File: src/source/nvme_reg_pkg.sv
package nvme_reg_pkg;

	localparam int addr_width = 48; // PCIe address bits
	localparam int num_queues = 9; // Admin plus eight I/O queues

	typedef logic [7:0] qptr_t;
	typedef logic [addr_width-3:0] qbase_t; // Dword address
	typedef logic [63:0] reg_data_t;
	typedef logic [3:0] reg_idx_t; // Address bits 6 to 3
	typedef logic [191:0] mreq_word_t; // Header dwords 0 to 3, data on top

	// Register offsets in 8-byte steps
	localparam reg_idx_t reg_idx_cap = 4'h0;
	localparam reg_idx_t reg_idx_vs = 4'h1;
	localparam reg_idx_t reg_idx_intms = 4'h1; // Upper dword of VS word
	localparam reg_idx_t reg_idx_intmc = 4'h2;
	localparam reg_idx_t reg_idx_cc = 4'h2; // Upper dword of INTMC word
	localparam reg_idx_t reg_idx_csts = 4'h3;
	localparam reg_idx_t reg_idx_aqa = 4'h4;
	localparam reg_idx_t reg_idx_asq = 4'h5;
	localparam reg_idx_t reg_idx_acq = 4'h6;

	localparam logic [3:0] fmt_mem_write = 4'b0001;

	localparam logic [15:0] cap_mqes = 16'h00ff; // Zero based, 256 entries
	localparam logic cap_cqr = 1'b1; // Contiguous queues only
	localparam logic [1:0] cap_ams = 2'b00;
	localparam logic [7:0] cap_to = 8'h10; // Ready timeout, 500 ms units
	localparam logic [3:0] cap_dstrd = 4'h0;
	localparam logic [7:0] cap_css = 8'h01; // NVM command set
	localparam logic [3:0] cap_mpsmin = 4'h0; // 4 KiB pages
	localparam logic [3:0] cap_mpsmax = 4'h0;

	localparam reg_data_t cap_value = {
		8'h00, cap_mpsmax, cap_mpsmin, 3'h0, cap_css, 1'b0, cap_dstrd,
		cap_to, 5'h00, cap_ams, cap_cqr, cap_mqes
	};

	localparam logic [15:0] vs_mjr = 16'h0001;
	localparam logic [7:0] vs_mnr = 8'h01;

	// INTMS reads back as zero in the upper dword
	localparam reg_data_t vs_value = {32'h0, vs_mjr, vs_mnr, 8'h00};

	typedef enum logic [6:0] {
		idle     = 7'b0000001,
		rd_head  = 7'b0000010,
		addr     = 7'b0000100,
		mwr      = 7'b0001000,
		mrd      = 7'b0010000,
		cpld_req = 7'b0100000,
		cpld_ack = 7'b1000000
	} mreq_state_t;

endpackage

File: src/source/ctrl_regs.sv
`timescale 1ns/1ps

module ctrl_regs (
	input  logic                    pcie_user_clk,
	input  logic                    w_cq_rst_n,
	input  logic                    wr_reg,
	input  nvme_reg_pkg::reg_idx_t  reg_idx,
	input  logic                    lo_en,
	input  logic                    hi_en,
	input  nvme_reg_pkg::reg_data_t wr_data,
	input  logic                    nvme_csts_rdy,
	input  logic [1:0]              nvme_csts_shst,
	output nvme_reg_pkg::reg_data_t reg_rd_data,
	output logic                    nvme_cc_en,
	output logic [1:0]              nvme_cc_shn,
	output logic                    nvme_intms_ivms,
	output logic                    nvme_intmc_ivmc,
	output nvme_reg_pkg::qbase_t    admin_sq_bs_addr,
	output nvme_reg_pkg::qbase_t    admin_cq_bs_addr,
	output nvme_reg_pkg::qptr_t     admin_sq_size,
	output nvme_reg_pkg::qptr_t     admin_cq_size
);
	import nvme_reg_pkg::*;

	logic wr_lo;
	logic wr_hi;

	assign wr_lo = wr_reg & lo_en;
	assign wr_hi = wr_reg & hi_en;

	// Write data for either dword sits in bits 31 to 0
	always_ff @(posedge pcie_user_clk or negedge w_cq_rst_n) begin
		if (!w_cq_rst_n) begin
			nvme_cc_en <= 1'b0;
			nvme_cc_shn <= 2'b00;
			admin_sq_size <= '0;
			admin_cq_size <= '0;
			admin_sq_bs_addr <= '0;
			admin_cq_bs_addr <= '0;
		end else begin
			if (wr_lo) begin
				case (reg_idx)
					reg_idx_asq: admin_sq_bs_addr[29:0] <= wr_data[31:2];
					reg_idx_acq: admin_cq_bs_addr[29:0] <= wr_data[31:2];
					default: ;
				endcase
			end
			if (wr_hi) begin
				case (reg_idx)
					reg_idx_cc: begin
						nvme_cc_shn <= wr_data[15:14];
						nvme_cc_en <= wr_data[0];
					end
					reg_idx_aqa: begin
						admin_cq_size <= wr_data[23:16];
						admin_sq_size <= wr_data[7:0];
					end
					reg_idx_asq: admin_sq_bs_addr[45:30] <= wr_data[15:0];
					reg_idx_acq: admin_cq_bs_addr[45:30] <= wr_data[15:0];
					default: ;
				endcase
			end
		end
	end

	// One-cycle mask pulses
	always_ff @(posedge pcie_user_clk or negedge w_cq_rst_n) begin
		if (!w_cq_rst_n) begin
			nvme_intms_ivms <= 1'b0;
			nvme_intmc_ivmc <= 1'b0;
		end else begin
			nvme_intms_ivms <= wr_hi & (reg_idx == reg_idx_intms) & wr_data[0];
			nvme_intmc_ivmc <= wr_lo & (reg_idx == reg_idx_intmc) & wr_data[0];
		end
	end

	always_comb begin
		case (reg_idx)
			reg_idx_cap:  reg_rd_data = cap_value;
			reg_idx_vs:   reg_rd_data = vs_value;
			reg_idx_cc:   reg_rd_data = {16'd0, nvme_cc_shn, 13'd0, nvme_cc_en, 32'd0};
			reg_idx_csts: reg_rd_data = {28'd0, nvme_csts_shst, 1'b0, nvme_csts_rdy, 32'd0};
			reg_idx_aqa:  reg_rd_data = {8'd0, admin_cq_size, 8'd0, admin_sq_size, 32'd0};
			reg_idx_asq:  reg_rd_data = {16'd0, admin_sq_bs_addr, 2'b00};
			reg_idx_acq:  reg_rd_data = {16'd0, admin_cq_bs_addr, 2'b00};
			default:      reg_rd_data = '0;
		endcase
	end

endmodule

File: src/source/mreq_decoder.sv
`timescale 1ns/1ps

module mreq_decoder (
	input  logic                     pcie_user_clk,
	input  logic                     w_cq_rst_n,
	output logic                     mreq_fifo_rd_en,
	input  nvme_reg_pkg::mreq_word_t mreq_fifo_rd_data,
	input  logic                     mreq_fifo_empty_n,
	output logic                     tx_cpld_req,
	output logic [7:0]               tx_cpld_tag,
	output logic [15:0]              tx_cpld_req_id,
	output logic [10:0]              tx_cpld_len,
	output logic [6:0]               tx_cpld_laddr,
	output nvme_reg_pkg::reg_data_t  tx_cpld_data,
	input  logic                     tx_cpld_req_ack,
	input  nvme_reg_pkg::reg_data_t  reg_rd_data,
	input  nvme_reg_pkg::reg_data_t  db_rd_data,
	output logic                     wr_reg,
	output logic                     wr_doorbell,
	output nvme_reg_pkg::reg_idx_t   reg_idx,
	output logic                     lo_en,
	output logic                     hi_en,
	output nvme_reg_pkg::reg_data_t  wr_data
);
	import nvme_reg_pkg::*;

	mreq_state_t cur_state;
	mreq_state_t next_state;

	logic [31:0] head0;
	logic [31:0] head2;
	logic [31:0] head3;

	logic [3:0]  head_fmt;
	logic [1:0]  head_len; // Only 1 or 2 dwords are served
	logic [15:0] head_req_id;
	logic [7:0]  head_tag;
	logic [12:2] mreq_addr;
	reg_data_t   rd_data;
	logic        addr_in_regs;

	assign head0 = mreq_fifo_rd_data[31:0];
	assign head2 = mreq_fifo_rd_data[95:64];
	assign head3 = mreq_fifo_rd_data[127:96];

	always_ff @(posedge pcie_user_clk or negedge w_cq_rst_n) begin
		if (!w_cq_rst_n)
			cur_state <= idle;
		else
			cur_state <= next_state;
	end

	always_comb begin
		case (cur_state)
			idle:     next_state = mreq_fifo_empty_n ? rd_head : idle;
			rd_head:  next_state = addr;
			addr:     next_state = (head_fmt == fmt_mem_write) ? mwr : mrd;
			mwr:      next_state = idle;
			mrd:      next_state = cpld_req;
			cpld_req: next_state = cpld_ack;
			cpld_ack: next_state = tx_cpld_req_ack ? idle : cpld_ack;
			default:  next_state = idle;
		endcase
	end

	// Request fields, held until the next pop
	always_ff @(posedge pcie_user_clk) begin
		if (cur_state == rd_head) begin
			head_fmt <= head2[14:11];
			head_len <= head2[1:0];
			head_req_id <= head2[31:16];
			head_tag <= head3[7:0];
			mreq_addr <= head0[12:2];
			wr_data <= mreq_fifo_rd_data[191:128];
		end
	end

	always_ff @(posedge pcie_user_clk) begin
		if (cur_state == addr) begin
			lo_en <= ~mreq_addr[2] & (mreq_addr[11:7] == 5'd0);
			hi_en <= (mreq_addr[2] | head_len[1]) & (mreq_addr[11:7] == 5'd0);
		end
	end

	assign addr_in_regs = ~mreq_addr[12]; // Doorbells live at 0x1000 and up

	always_ff @(posedge pcie_user_clk) begin
		if (cur_state == mrd) begin
			if (lo_en | hi_en)
				rd_data <= addr_in_regs ? reg_rd_data : db_rd_data;
			else
				rd_data <= '0;
		end
	end

	assign mreq_fifo_rd_en = (cur_state == rd_head); // Pop and capture
	assign wr_reg = (cur_state == mwr) & addr_in_regs;
	assign wr_doorbell = (cur_state == mwr) & ~addr_in_regs;
	assign reg_idx = mreq_addr[6:3];

	assign tx_cpld_req = (cur_state == cpld_req);
	assign tx_cpld_tag = head_tag;
	assign tx_cpld_req_id = head_req_id;
	assign tx_cpld_len = {9'd0, head_len};
	assign tx_cpld_laddr = {mreq_addr[6:2], 2'b00};

	// Upper dword moves down for a read at +4
	assign tx_cpld_data = mreq_addr[2] ? {32'd0, rd_data[63:32]} : rd_data;

endmodule

File: src/source/nvme_reg_top.sv
`timescale 1ns/1ps

module nvme_reg_top (
	input  logic                     pcie_user_clk,
	input  logic                     w_cq_rst_n,
	output logic                     mreq_fifo_rd_en,
	input  nvme_reg_pkg::mreq_word_t mreq_fifo_rd_data,
	input  logic                     mreq_fifo_empty_n,
	output logic                     tx_cpld_req,
	output logic [7:0]               tx_cpld_tag,
	output logic [15:0]              tx_cpld_req_id,
	output logic [10:0]              tx_cpld_len,
	output logic [6:0]               tx_cpld_laddr,
	output nvme_reg_pkg::reg_data_t  tx_cpld_data,
	input  logic                     tx_cpld_req_ack,
	output logic                     nvme_cc_en,
	output logic [1:0]               nvme_cc_shn,
	input  logic                     nvme_csts_rdy,
	input  logic [1:0]               nvme_csts_shst,
	output logic                     nvme_intms_ivms,
	output logic                     nvme_intmc_ivmc,
	output nvme_reg_pkg::qbase_t     admin_sq_bs_addr,
	output nvme_reg_pkg::qbase_t     admin_cq_bs_addr,
	output nvme_reg_pkg::qptr_t      admin_sq_size,
	output nvme_reg_pkg::qptr_t      admin_cq_size,
	output nvme_reg_pkg::qptr_t [nvme_reg_pkg::num_queues-1:0] sq_tail_ptr,
	output nvme_reg_pkg::qptr_t [nvme_reg_pkg::num_queues-1:0] cq_head_ptr,
	output logic [nvme_reg_pkg::num_queues-1:0] cq_head_update
);
	import nvme_reg_pkg::*;

	logic      wr_reg;
	logic      wr_doorbell;
	reg_idx_t  reg_idx;
	logic      lo_en;
	logic      hi_en;
	reg_data_t wr_data;
	reg_data_t reg_rd_data;
	reg_data_t db_rd_data;

	mreq_decoder u_decoder (
		.pcie_user_clk     (pcie_user_clk),
		.w_cq_rst_n        (w_cq_rst_n),
		.mreq_fifo_rd_en   (mreq_fifo_rd_en),
		.mreq_fifo_rd_data (mreq_fifo_rd_data),
		.mreq_fifo_empty_n (mreq_fifo_empty_n),
		.tx_cpld_req       (tx_cpld_req),
		.tx_cpld_tag       (tx_cpld_tag),
		.tx_cpld_req_id    (tx_cpld_req_id),
		.tx_cpld_len       (tx_cpld_len),
		.tx_cpld_laddr     (tx_cpld_laddr),
		.tx_cpld_data      (tx_cpld_data),
		.tx_cpld_req_ack   (tx_cpld_req_ack),
		.reg_rd_data       (reg_rd_data),
		.db_rd_data        (db_rd_data),
		.wr_reg            (wr_reg),
		.wr_doorbell       (wr_doorbell),
		.reg_idx           (reg_idx),
		.lo_en             (lo_en),
		.hi_en             (hi_en),
		.wr_data           (wr_data)
	);

	ctrl_regs u_ctrl_regs (
		.pcie_user_clk    (pcie_user_clk),
		.w_cq_rst_n       (w_cq_rst_n),
		.wr_reg           (wr_reg),
		.reg_idx          (reg_idx),
		.lo_en            (lo_en),
		.hi_en            (hi_en),
		.wr_data          (wr_data),
		.nvme_csts_rdy    (nvme_csts_rdy),
		.nvme_csts_shst   (nvme_csts_shst),
		.reg_rd_data      (reg_rd_data),
		.nvme_cc_en       (nvme_cc_en),
		.nvme_cc_shn      (nvme_cc_shn),
		.nvme_intms_ivms  (nvme_intms_ivms),
		.nvme_intmc_ivmc  (nvme_intmc_ivmc),
		.admin_sq_bs_addr (admin_sq_bs_addr),
		.admin_cq_bs_addr (admin_cq_bs_addr),
		.admin_sq_size    (admin_sq_size),
		.admin_cq_size    (admin_cq_size)
	);

	queue_doorbells u_doorbells (
		.pcie_user_clk  (pcie_user_clk),
		.w_cq_rst_n     (w_cq_rst_n),
		.wr_doorbell    (wr_doorbell),
		.reg_idx        (reg_idx),
		.lo_en          (lo_en),
		.hi_en          (hi_en),
		.wr_data        (wr_data),
		.db_rd_data     (db_rd_data),
		.sq_tail_ptr    (sq_tail_ptr),
		.cq_head_ptr    (cq_head_ptr),
		.cq_head_update (cq_head_update)
	);

endmodule

File: src/source/queue_doorbells.sv
`timescale 1ns/1ps

module queue_doorbells (
	input  logic                    pcie_user_clk,
	input  logic                    w_cq_rst_n,
	input  logic                    wr_doorbell,
	input  nvme_reg_pkg::reg_idx_t  reg_idx,
	input  logic                    lo_en,
	input  logic                    hi_en,
	input  nvme_reg_pkg::reg_data_t wr_data,
	output nvme_reg_pkg::reg_data_t db_rd_data,
	output nvme_reg_pkg::qptr_t [nvme_reg_pkg::num_queues-1:0] sq_tail_ptr,
	output nvme_reg_pkg::qptr_t [nvme_reg_pkg::num_queues-1:0] cq_head_ptr,
	output logic [nvme_reg_pkg::num_queues-1:0] cq_head_update
);
	import nvme_reg_pkg::*;

	for (genvar q = 0; q < num_queues; q++) begin : g_queue
		logic idx_hit;

		assign idx_hit = wr_doorbell & (reg_idx == reg_idx_t'(q));

		always_ff @(posedge pcie_user_clk or negedge w_cq_rst_n) begin
			if (!w_cq_rst_n) begin
				sq_tail_ptr[q] <= '0;
				cq_head_ptr[q] <= '0;
				cq_head_update[q] <= 1'b0;
			end else begin
				if (idx_hit & lo_en)
					sq_tail_ptr[q] <= wr_data[7:0]; // SQ tail at +0
				if (idx_hit & hi_en)
					cq_head_ptr[q] <= wr_data[7:0]; // CQ head at +4
				cq_head_update[q] <= idx_hit & hi_en;
			end
		end
	end

	always_comb begin
		if (reg_idx < reg_idx_t'(num_queues))
			db_rd_data = {24'd0, cq_head_ptr[reg_idx], 24'd0, sq_tail_ptr[reg_idx]};
		else
			db_rd_data = '0;
	end

endmodule

File: config.mk
export PLATFORM = sky130hd
export DESIGN_NAME = nvme_reg_top
export DESIGN_NICKNAME = d
export VERILOG_FILES = /design/src/source/nvme_reg_pkg.sv /design/src/source/ctrl_regs.sv /design/src/source/mreq_decoder.sv /design/src/source/nvme_reg_top.sv /design/src/source/queue_doorbells.sv
export SDC_FILE = /design/constraint.sdc
export NUM_CORES = 1
export LEC_CHECK = 0
export BUFFER_PORTS_ARGS = -buffer_cell sky130_fd_sc_hd__buf_2
export CAP_MARGIN = 20
export CORE_AREA = 4 4 222 224
export CTS_BUF_LIST = sky130_fd_sc_hd__clkbuf_2 sky130_fd_sc_hd__clkbuf_4 sky130_fd_sc_hd__clkbuf_8
export DETAILED_ROUTE_END_ITERATION = 8
export DIE_AREA = 0 0 226 228
export SYNTH_ARGS = -nofsm -noshare
export SYNTH_HDL_FRONTEND = slang
export SYNTH_SLANG_ARGS = --single-unit
File: constraint.sdc
create_clock -name pcie_user_clk -period 6.4 [get_ports pcie_user_clk]
set_input_delay 1.28 -clock pcie_user_clk [delete_from_list [all_inputs] [get_ports pcie_user_clk]]
set_output_delay 1.28 -clock pcie_user_clk [all_outputs]
set_load 0.005 [all_outputs]
==> results of run 1 <==
-- registers in the layout (all words and copies together) (netlist names), 7 cells and up --
name	flops
u_doorbells.cq_head_update	9
u_decoder.tx_cpld_tag	8
u_decoder.mreq_addr	11
u_ctrl_regs.admin_cq_size	8
u_decoder.rd_data	56
u_doorbells.sq_tail_ptr	72
u_ctrl_regs.admin_sq_size	8
u_doorbells.cq_head_ptr	72
u_decoder.wr_data	32
u_decoder.cur_state	7
u_ctrl_regs.admin_cq_bs_addr	46
u_ctrl_regs.admin_sq_bs_addr	46
u_decoder.tx_cpld_req_id	16
-- metal layers --
layer	up-vias	part of all wire [%]	track usage (%)
li1	5035	-	-
met1	5989	42	27.8
met2	412	49	35.3
met3	81	6.6	5.36
met4	0	2.6	7.47
met5	-	0	0
-- area by class of cell --
| cell class | count | area share (%) |
|---|---|---|
| flip-flops and latches | 404 | 50.2 |
| multi-input cells | 618 | 27.5 |
| repair buffers | 453 | 10.9 |
| clock buffers | 124 | 7.03 |
| well taps | 615 | 3.59 |
| clock inverters | 16 | 0.403 |
| inverters | 15 | 0.269 |
| diodes | 2 | 0.0234 |
-- kinds of logic after synthesis --
logic type | Yosys count | share of synthesized area [%]
flops | 404 | 63.0
compound gates | 85 | 3.85
buf+inv | 112 | 3.20
simple gates | 183 | 6.28
xor+xnor | 1 | 0.0513
mux | 330 | 23.5
other cells | 1 | 0.0220
-- worst max-delay path, cell delays in order, from the launching register on --
cell                       delay (ns)
sky130_fd_sc_hd__edfxtp_1        1.04
sky130_fd_sc_hd__clkinv_1        1.12
sky130_fd_sc_hd__and3_1          0.64
sky130_fd_sc_hd__nand2_1         0.51
sky130_fd_sc_hd__mux2_2          0.40
-- path summary, 6_finish.rpt --
path	from	endpoint	slack, ns	depth (start not counted)
setup / recovery	u_decoder.mreq_addr[3]	u_doorbells.sq_tail_ptr[20]	2.54	4
hold / removal	u_decoder.wr_data[31]	u_ctrl_regs.admin_cq_bs_addr[29]	0.51	1
max in group asynchronous	w_cq_rst_n	u_doorbells.sq_tail_ptr[61]	4.14	2
min in group asynchronous	w_cq_rst_n	u_decoder.cur_state[5]	0.67	1
setup reg to reg	u_decoder.mreq_addr[3]	u_doorbells.sq_tail_ptr[20]	2.54	4
hold reg to reg	u_decoder.wr_data[31]	u_ctrl_regs.admin_cq_bs_addr[29]	0.51	1
-- Yosys cell counts (all sizes together), types with 2 or more instances --
library cell    n
or4             2
a221o          14
nand4b          4
and3           13
a21oi           9
mux4           26
a22oi          40
and4            4
nor2           50
o2111ai         2
edfxtp        131
nor3            7
a32oi           2
clkbuf         48
mux2i          14
o21ai           4
inv            14
a31oi           2
nand2          30
nor3b           2
mux2          290
dfrtp         272
nor4            5
and4b           4
nor4bb          2
nand3           4
nor4b           2
nand3b          5
buf            49
nand4           5
a221oi          8
nor2b          39
-- report_power, final --
part           internal, mW  switching (mW)  total [mW]  leakage, nW
sequential             2.79           0.110        2.90         5.10
clock                  1.49            1.11        2.60        0.853
combinational         0.155           0.342       0.497         4.91
total                  4.43            1.56        6.00         10.9
==> qor_table.md, run 1 <==
| Parameter | Value |
|---|---|
| Areal power density over the cells | 280 nW/um2 |
| Fmax achieved | 0.259 GHz |
| Number of remaining DRC errors | 0 |
| Detailed-routing iteration count for the pre-antenna-repair pass | 6 |
| Count of nets after finishing | 1767 |
| GRT Resource Usage Total | 21.5% |
| Die Y | 228 um |
| Ratio of cells with drive above 1 in the final layout | 56.9% |
| Number of gates resized after cts | 0 |
| Count of buffers inserted at the top-level ports | 434 |
| Outcome | finished clean |
| Sum of routed wire length over all layers | 56400 um |
| Placed Instance Area | 19800 um2 |
| Clock tree from TritonCTS | built |
| Cts bufs inserted | 76 |
| Top cell type's share of synthesized area | 39.9% |
| Avg Cell Area, Syn | 15.3 um2 |
| Antenna viol nets, final | 0 |
| Maximum vdd drop | 161 uV |
| Clock transition time at the flip-flop clock pins of the worst setup and hold paths | 0.06 ns |
| Clock Skews | 0.0239 ns |
| Number of instances in the synthesized netlist | 1116 |
| Instance count after placement with tap cells included | 2105 |
| Filler cells | 4322 |
| Unrepaired setup endpoints after global routing | false |
| Cts hold-fix bufs | 0 |
| Post-CTS setup buffer count | 0 |
| Critical Path Start Type | register |
| Pin slew with the least headroom to its limit | 1.05 ns |
| Largest net degree at the start of global routing | 169 |
| Max FO, Critical Path | 23 |
| Layout-stage area growth over the synthesis result | 25.5% |
| Number of standard cells in the layout, taps in and fillers out | 2247 |
| Path type of the worst setup path | reg2reg |
| Effective utilization at floorplan | 36.1% |
| Highest-count cells in the layout ignoring fill and taps | sky130_fd_sc_hd__buf_2, sky130_fd_sc_hd__mux2_2, sky130_fd_sc_hd__dfrtp_1, sky130_fd_sc_hd__edfxtp_1, sky130_fd_sc_hd__clkbuf_8 |
| Worst Hold Slack | 0.506 ns |
| Area of the placeable core | 47300 um2 |
| CTS H-tree depth | 3 |
| Overall die area | 51500 um2 |
| Post-synthesis register bit count | 404 |
| Number of vias per cell after detailed routing | 5.13 |
| Hpwl dp | 38400 um |
| Cell leakage power | 10.9 nW |
| Overall power of the completed layout | 6.00 mW |
| Total Neg Setup Slack | 0 ns |
| Area of the multi-input gates | 5900 um2 |
| Cell Area, Synth | 17100 um2 |
| Antenna violations before repair | 2 |
| Post-synth top flop | sky130_fd_sc_hd__dfrtp_1 |
| Kind of path behind the tightest hold check | reg2reg |
| Finished Core Util | 45.3% |
| Die Width | 226 um |
| Cell type contributing the most total cell area after synthesis | sky130_fd_sc_hd__dfrtp_1 |
| Clock tree root buffer cell | sky130_fd_sc_hd__clkbuf_8 |
| Async set-or-reset flop fraction in the synthesized netlist | 67.6% |
| Post-route cell area | 21400 um2 |
| Global placer's final weighted congestion | 0.804 |
| Final period util | 60.3% |
| Average detailed-routed wire length per instance | 25.1 um |
| Final worst setup slack | 2.54 ns |
| Num Clock Sinks | 404 |
| Arrival time reported for the critical path endpoint | 4.37 ns |
| Count of yosys warnings during synthesis | 0 |
| Number of global-route vias before repair | 12.1k |
| First DRT Iteration DRCs | 709 |
| Leading post-synthesis cells by cell area | sky130_fd_sc_hd__dfrtp_1, sky130_fd_sc_hd__edfxtp_1, sky130_fd_sc_hd__mux2_2 |
| Post-Place Setup Slack | 2.58 ns |
| Total gr overflow | 0 |
| Standard-cell row count | 80 |
| Post-layout minimum cycle time | 3.86 ns |
| Worst setup EP type | register |
| Global-route wire length before repair | 82200 um |
| Share of synthesized area occupied by flip-flops and latches | 63.0% |
| Most common library cell in the layout ignoring fill and taps | sky130_fd_sc_hd__buf_2 |
| Pins Over Slew Limit | 0 |
| CP Data Required Time | 6.91 ns |
| Number of max-cap violations | 0 |
| Clock tree buffer depth | 3 |
| FF/Latch Area | 10800 um2 |
| Final number of hold-violating endpoints | 0 |
| Setup Viol. Count Final | 0 |
| Clock Latency Late Sink | 0.64 ns |
| Remaining max-slew budget at the tightest pin | 29.9% |
| I/O pin total | 573 |
| Overall via count from detail_route | 11.5k |
| Count of different cell masters after synthesis | 56 |
| Number of flops mapped to enable cells by yosys | 131 |
Power figures use the tool's default switching activity.
==> run 2, diff against run 1 <==
--- a/config.mk
+++ b/config.mk
@@ -5,12 +5,13 @@
 export SDC_FILE = /design/constraint.sdc
 export NUM_CORES = 1
 export LEC_CHECK = 0
+export ABC_AREA = 1
 export BUFFER_PORTS_ARGS = -buffer_cell sky130_fd_sc_hd__buf_2
 export CAP_MARGIN = 20
-export CORE_AREA = 4 4 222 224
+export CORE_AREA = 4 4 223 225
 export CTS_BUF_LIST = sky130_fd_sc_hd__clkbuf_2 sky130_fd_sc_hd__clkbuf_4 sky130_fd_sc_hd__clkbuf_8
 export DETAILED_ROUTE_END_ITERATION = 8
-export DIE_AREA = 0 0 226 228
+export DIE_AREA = 0 0 227 229
 export SYNTH_ARGS = -nofsm -noshare
 export SYNTH_HDL_FRONTEND = slang
 export SYNTH_SLANG_ARGS = --single-unit
==> constraint.sdc (replaced) <==
create_clock -name pcie_user_clk -period 3.8 [get_ports pcie_user_clk]
set_input_delay 0.76 -clock pcie_user_clk [delete_from_list [all_inputs] [get_ports pcie_user_clk]]
set_output_delay 0.76 -clock pcie_user_clk [all_outputs]
set_load 0.005 [all_outputs]
==> run 2 against run 1 <==
Compared with the run above: synthesized cell count up 66%; power up 69%; combinational power up 110%; clock skew up 0.014 ns; largest power group unchanged; synthesized area up 0.96%; global-route usage up 2.0 points; clock power up 65%; cell count up 31%; clock-buffer cell count down 8; final area down 0.12%.
==> qor_table.md, run 2 <==
| Parameter | Value | vs previous |
|---|---|---|
| Setup Viol. Count Final | 0 | unchanged |
| Standard-cell row count | 80 | unchanged |
| Layout-stage area growth over the synthesis result | 24.2% |  |
| Count of different cell masters after synthesis | 32 | -43% |
| Area of the placeable core | 47500 um2 | +0.42% |
| CTS H-tree depth | 3 | unchanged |
| Worst path slowest cell | sky130_fd_sc_hd__inv_1 |  |
| Overall die area | 52000 um2 | +0.88% |
| Sum of routed wire length over all layers | 62000 um | +9.9% |
| Hpwl dp | 43700 um | +14% |
| Arrival time reported for the critical path endpoint | 2.31 ns | -2.06 ns |
| Max incr delay on CP | 0.57 ns | -0.55 ns |
| Post-layout minimum cycle time | 3.07 ns |  |
| Antenna violations before repair | 2 | unchanged |
| Number of vias per cell after detailed routing | 4.93 | -3.7% |
| Die Y | 229 um | +0.44% |
| Area of the multi-input gates | 5200 um2 | -12% |
| Number of instances in the synthesized netlist | 1853 | +66% |
| Crit path max-delay family | buffers and inverters |  |
| Largest registers in the final layout | u_doorbells.cq_head_ptr: 72 flops, u_doorbells.sq_tail_ptr: 72 flops, u_decoder.rd_data: 56 flops |  |
| Global placer's final weighted congestion | 0.870 | +8.3% |
| GRT Resource Usage Total | 23.5% | +2.0 points |
| Cell Area, Synth | 17200 um2 | +0.96% |
| FF/Latch Area | 10800 um2 | unchanged |
| Maximum vdd drop | 275 uV | +71% |
| Ratio of cells with drive above 1 in the final layout | 27.5% | -29 points |
| Overall power of the completed layout | 10.1 mW | +69% |
| Instance count after placement with tap cells included | 2824 | +34% |
| Pins Over Slew Limit | 0 | unchanged |
| Number of remaining DRC errors | 0 | unchanged |
| Total gr overflow | 0 | unchanged |
| Worst setup EP type | primary output |  |
| Detailed-routing iteration count for the pre-antenna-repair pass | 6 | unchanged |
| Clock transition time at the flip-flop clock pins of the worst setup and hold paths | 0.06 ns | about the same |
| Cell leakage power | 10.5 nW | -3.7% |
| Pin slew with the least headroom to its limit | 0.933 ns | -0.119 ns |
| Fmax achieved | 0.325 GHz |  |
| Critical Path Start Type | register |  |
| Outcome | finished clean |  |
| Number of global-route vias before repair | 14.2k | +18% |
| Post-CTS setup buffer count | 0 | unchanged |
| Clock Latency Late Sink | 0.65 ns | about the same |
| Clock tree from TritonCTS | built |  |
| Kind of path behind the tightest hold check | in2async |  |
| Die Width | 227 um | +0.44% |
| Global-route wire length before repair | 92200 um | +12% |
| Clock Skews | 0.0379 ns | +0.0140 ns |
| Share of synthesized area occupied by flip-flops and latches | 62.4% | -0.60 points |
| Overall via count from detail_route | 14.6k | +27% |
| Final number of hold-violating endpoints | 0 | unchanged |
| Cell-by-cell trace of the critical path | inv_1, buf_4, nand2_1, o21ai_0, buf_2 |  |
| I/O pin total | 573 | unchanged |
| Highest-count cells in the layout ignoring fill and taps | sky130_fd_sc_hd__nand2_1, sky130_fd_sc_hd__buf_2, sky130_fd_sc_hd__dfrtp_1, sky130_fd_sc_hd__o21ai_0, sky130_fd_sc_hd__inv_1 |  |
| Number of flops mapped to enable cells by yosys | 131 | unchanged |
| Path type of the worst setup path | reg2out |  |
| Buffer and inverter count on the worst path | 3 | +2 |
| Number of gates resized after cts | 0 | unchanged |
| Largest net degree at the start of global routing | 109 | -36% |
| Most common library cell in the layout ignoring fill and taps | sky130_fd_sc_hd__nand2_1 |  |
| Async set-or-reset flop fraction in the synthesized netlist | 67.6% | unchanged |
| Count of yosys warnings during synthesis | 0 | unchanged |
| Most repeated cell in the gate-level netlist after synthesis | sky130_fd_sc_hd__nand2_1 |  |
| Num Clock Sinks | 404 | unchanged |
| Cts hold-fix bufs | 0 | unchanged |
| Count of nets after finishing | 2484 | +41% |
| Post-synth top cells | sky130_fd_sc_hd__nand2_1, sky130_fd_sc_hd__dfrtp_1, sky130_fd_sc_hd__o21ai_0, sky130_fd_sc_hd__inv_1, sky130_fd_sc_hd__edfxtp_1 |  |
| Average detailed-routed wire length per instance | 21.0 um | -16% |
| Avg Cell Area, Syn | 9.30 um2 | -39% |
| Leading post-synthesis cells by cell area | sky130_fd_sc_hd__dfrtp_1, sky130_fd_sc_hd__edfxtp_1, sky130_fd_sc_hd__nand2_1 |  |
| Post-synth top flop | sky130_fd_sc_hd__dfrtp_1 |  |
| Count of buffers inserted at the top-level ports | 434 | unchanged |
| Cell type contributing the most total cell area after synthesis | sky130_fd_sc_hd__dfrtp_1 |  |
| Top cell type's share of synthesized area | 39.5% | -0.38 points |
| Remaining max-slew budget at the tightest pin | 37.8% | +7.9 points |
| Antenna viol nets, final | 0 | unchanged |
| Filler cells | 4630 | +7.1% |
| Clock tree buffer depth | 3 | unchanged |
| Post-synthesis register bit count | 404 | unchanged |
| Effective utilization at floorplan | 36.3% | +0.19 points |
| Clock tree root buffer cell | sky130_fd_sc_hd__clkbuf_8 |  |
| First DRT Iteration DRCs | 1308 | +84% |
| Number of max-cap violations | 0 | unchanged |
| Final period util | 80.9% |  |
| Unrepaired setup endpoints after global routing | false |  |
| CP Data Required Time | 3.04 ns | -3.87 ns |
| Max FO, Critical Path | 25 | +8.7% |
| Areal power density over the cells | 474 nW/um2 | +69% |
| Cts bufs inserted | 73 | -3.9% |
| Number of standard cells in the layout, taps in and fillers out | 2954 | +31% |
[run 2: path summary, 6_finish.rpt]
check,from,to,slack (ns),cells after the start
max in group asynchronous,w_cq_rst_n,u_doorbells.sq_tail_ptr[24],2.69,2
min in group pcie_user_clk,mreq_fifo_rd_data[131],u_decoder.wr_data[3],0.29,1
worst min-delay path,w_cq_rst_n,u_ctrl_regs.admin_cq_bs_addr[22],0.21,1
worst max register to register,u_decoder.mreq_addr[3],u_doorbells.cq_head_ptr[67],0.92,7
worst min register to register,u_decoder.head_fmt[1],u_decoder.cur_state[3],0.49,3
worst max-delay path,u_decoder.mreq_addr[2],tx_cpld_data[0],0.73,5
[run 2: area by class of cell]
cell class                      instances  share of cell area, %
Multi-Input combinational cell       1159                   24.3
Timing Repair Buffer                  464                   11.5
Inverter                              183                   3.23
Sequential cell                       404                   50.3
Tap cell                              615                   3.59
Clock buffer                          116                   6.58
Clock inverter                         12                  0.491
Antenna cell                            1                 0.0117
[run 2: routing by layer]
layer	wire length [um]	track usage, %	up-vias
li1	-	-	6796
met1	26500	32.6	6993
met2	28000	35.5	646
met3	5120	5.83	139
met4	2390	9.68	2
met5	7	0	-
[run 2: metrics by stage]
stage	utilization (%)	instance area (um2)	worst slack [ns]	setup TNS, ns	hold slack, ns
after floorplan	-	17300	-0.00697	-0.00697	0.453
after global placement	41.8	19900	1.05	0	0.479
after detailed placement	41.8	19900	0.982	0	0.485
after CTS	45.0	21400	0.666	0	0.198
after global routing	45.0	21400	0.506	0	0.240
final	45.0	21400	0.725	0	0.209
[run 2: kinds of logic after synthesis]
family / after synthesis / synth area share, %
AO/OA/AOI/OAI: 313 / 9.13
AND/OR/NAND/NOR: 827 / 20.4
other: 1 / 0.0217
flip-flops: 404 / 62.4
buffers and inverters: 308 / 7.99
[run 2: power breakdown]
part | internal, mW | switching, mW
combinational | 0.257 | 0.758
sequential | 4.71 | 0.137
clock | 2.42 | 1.86
total | 7.39 | 2.76
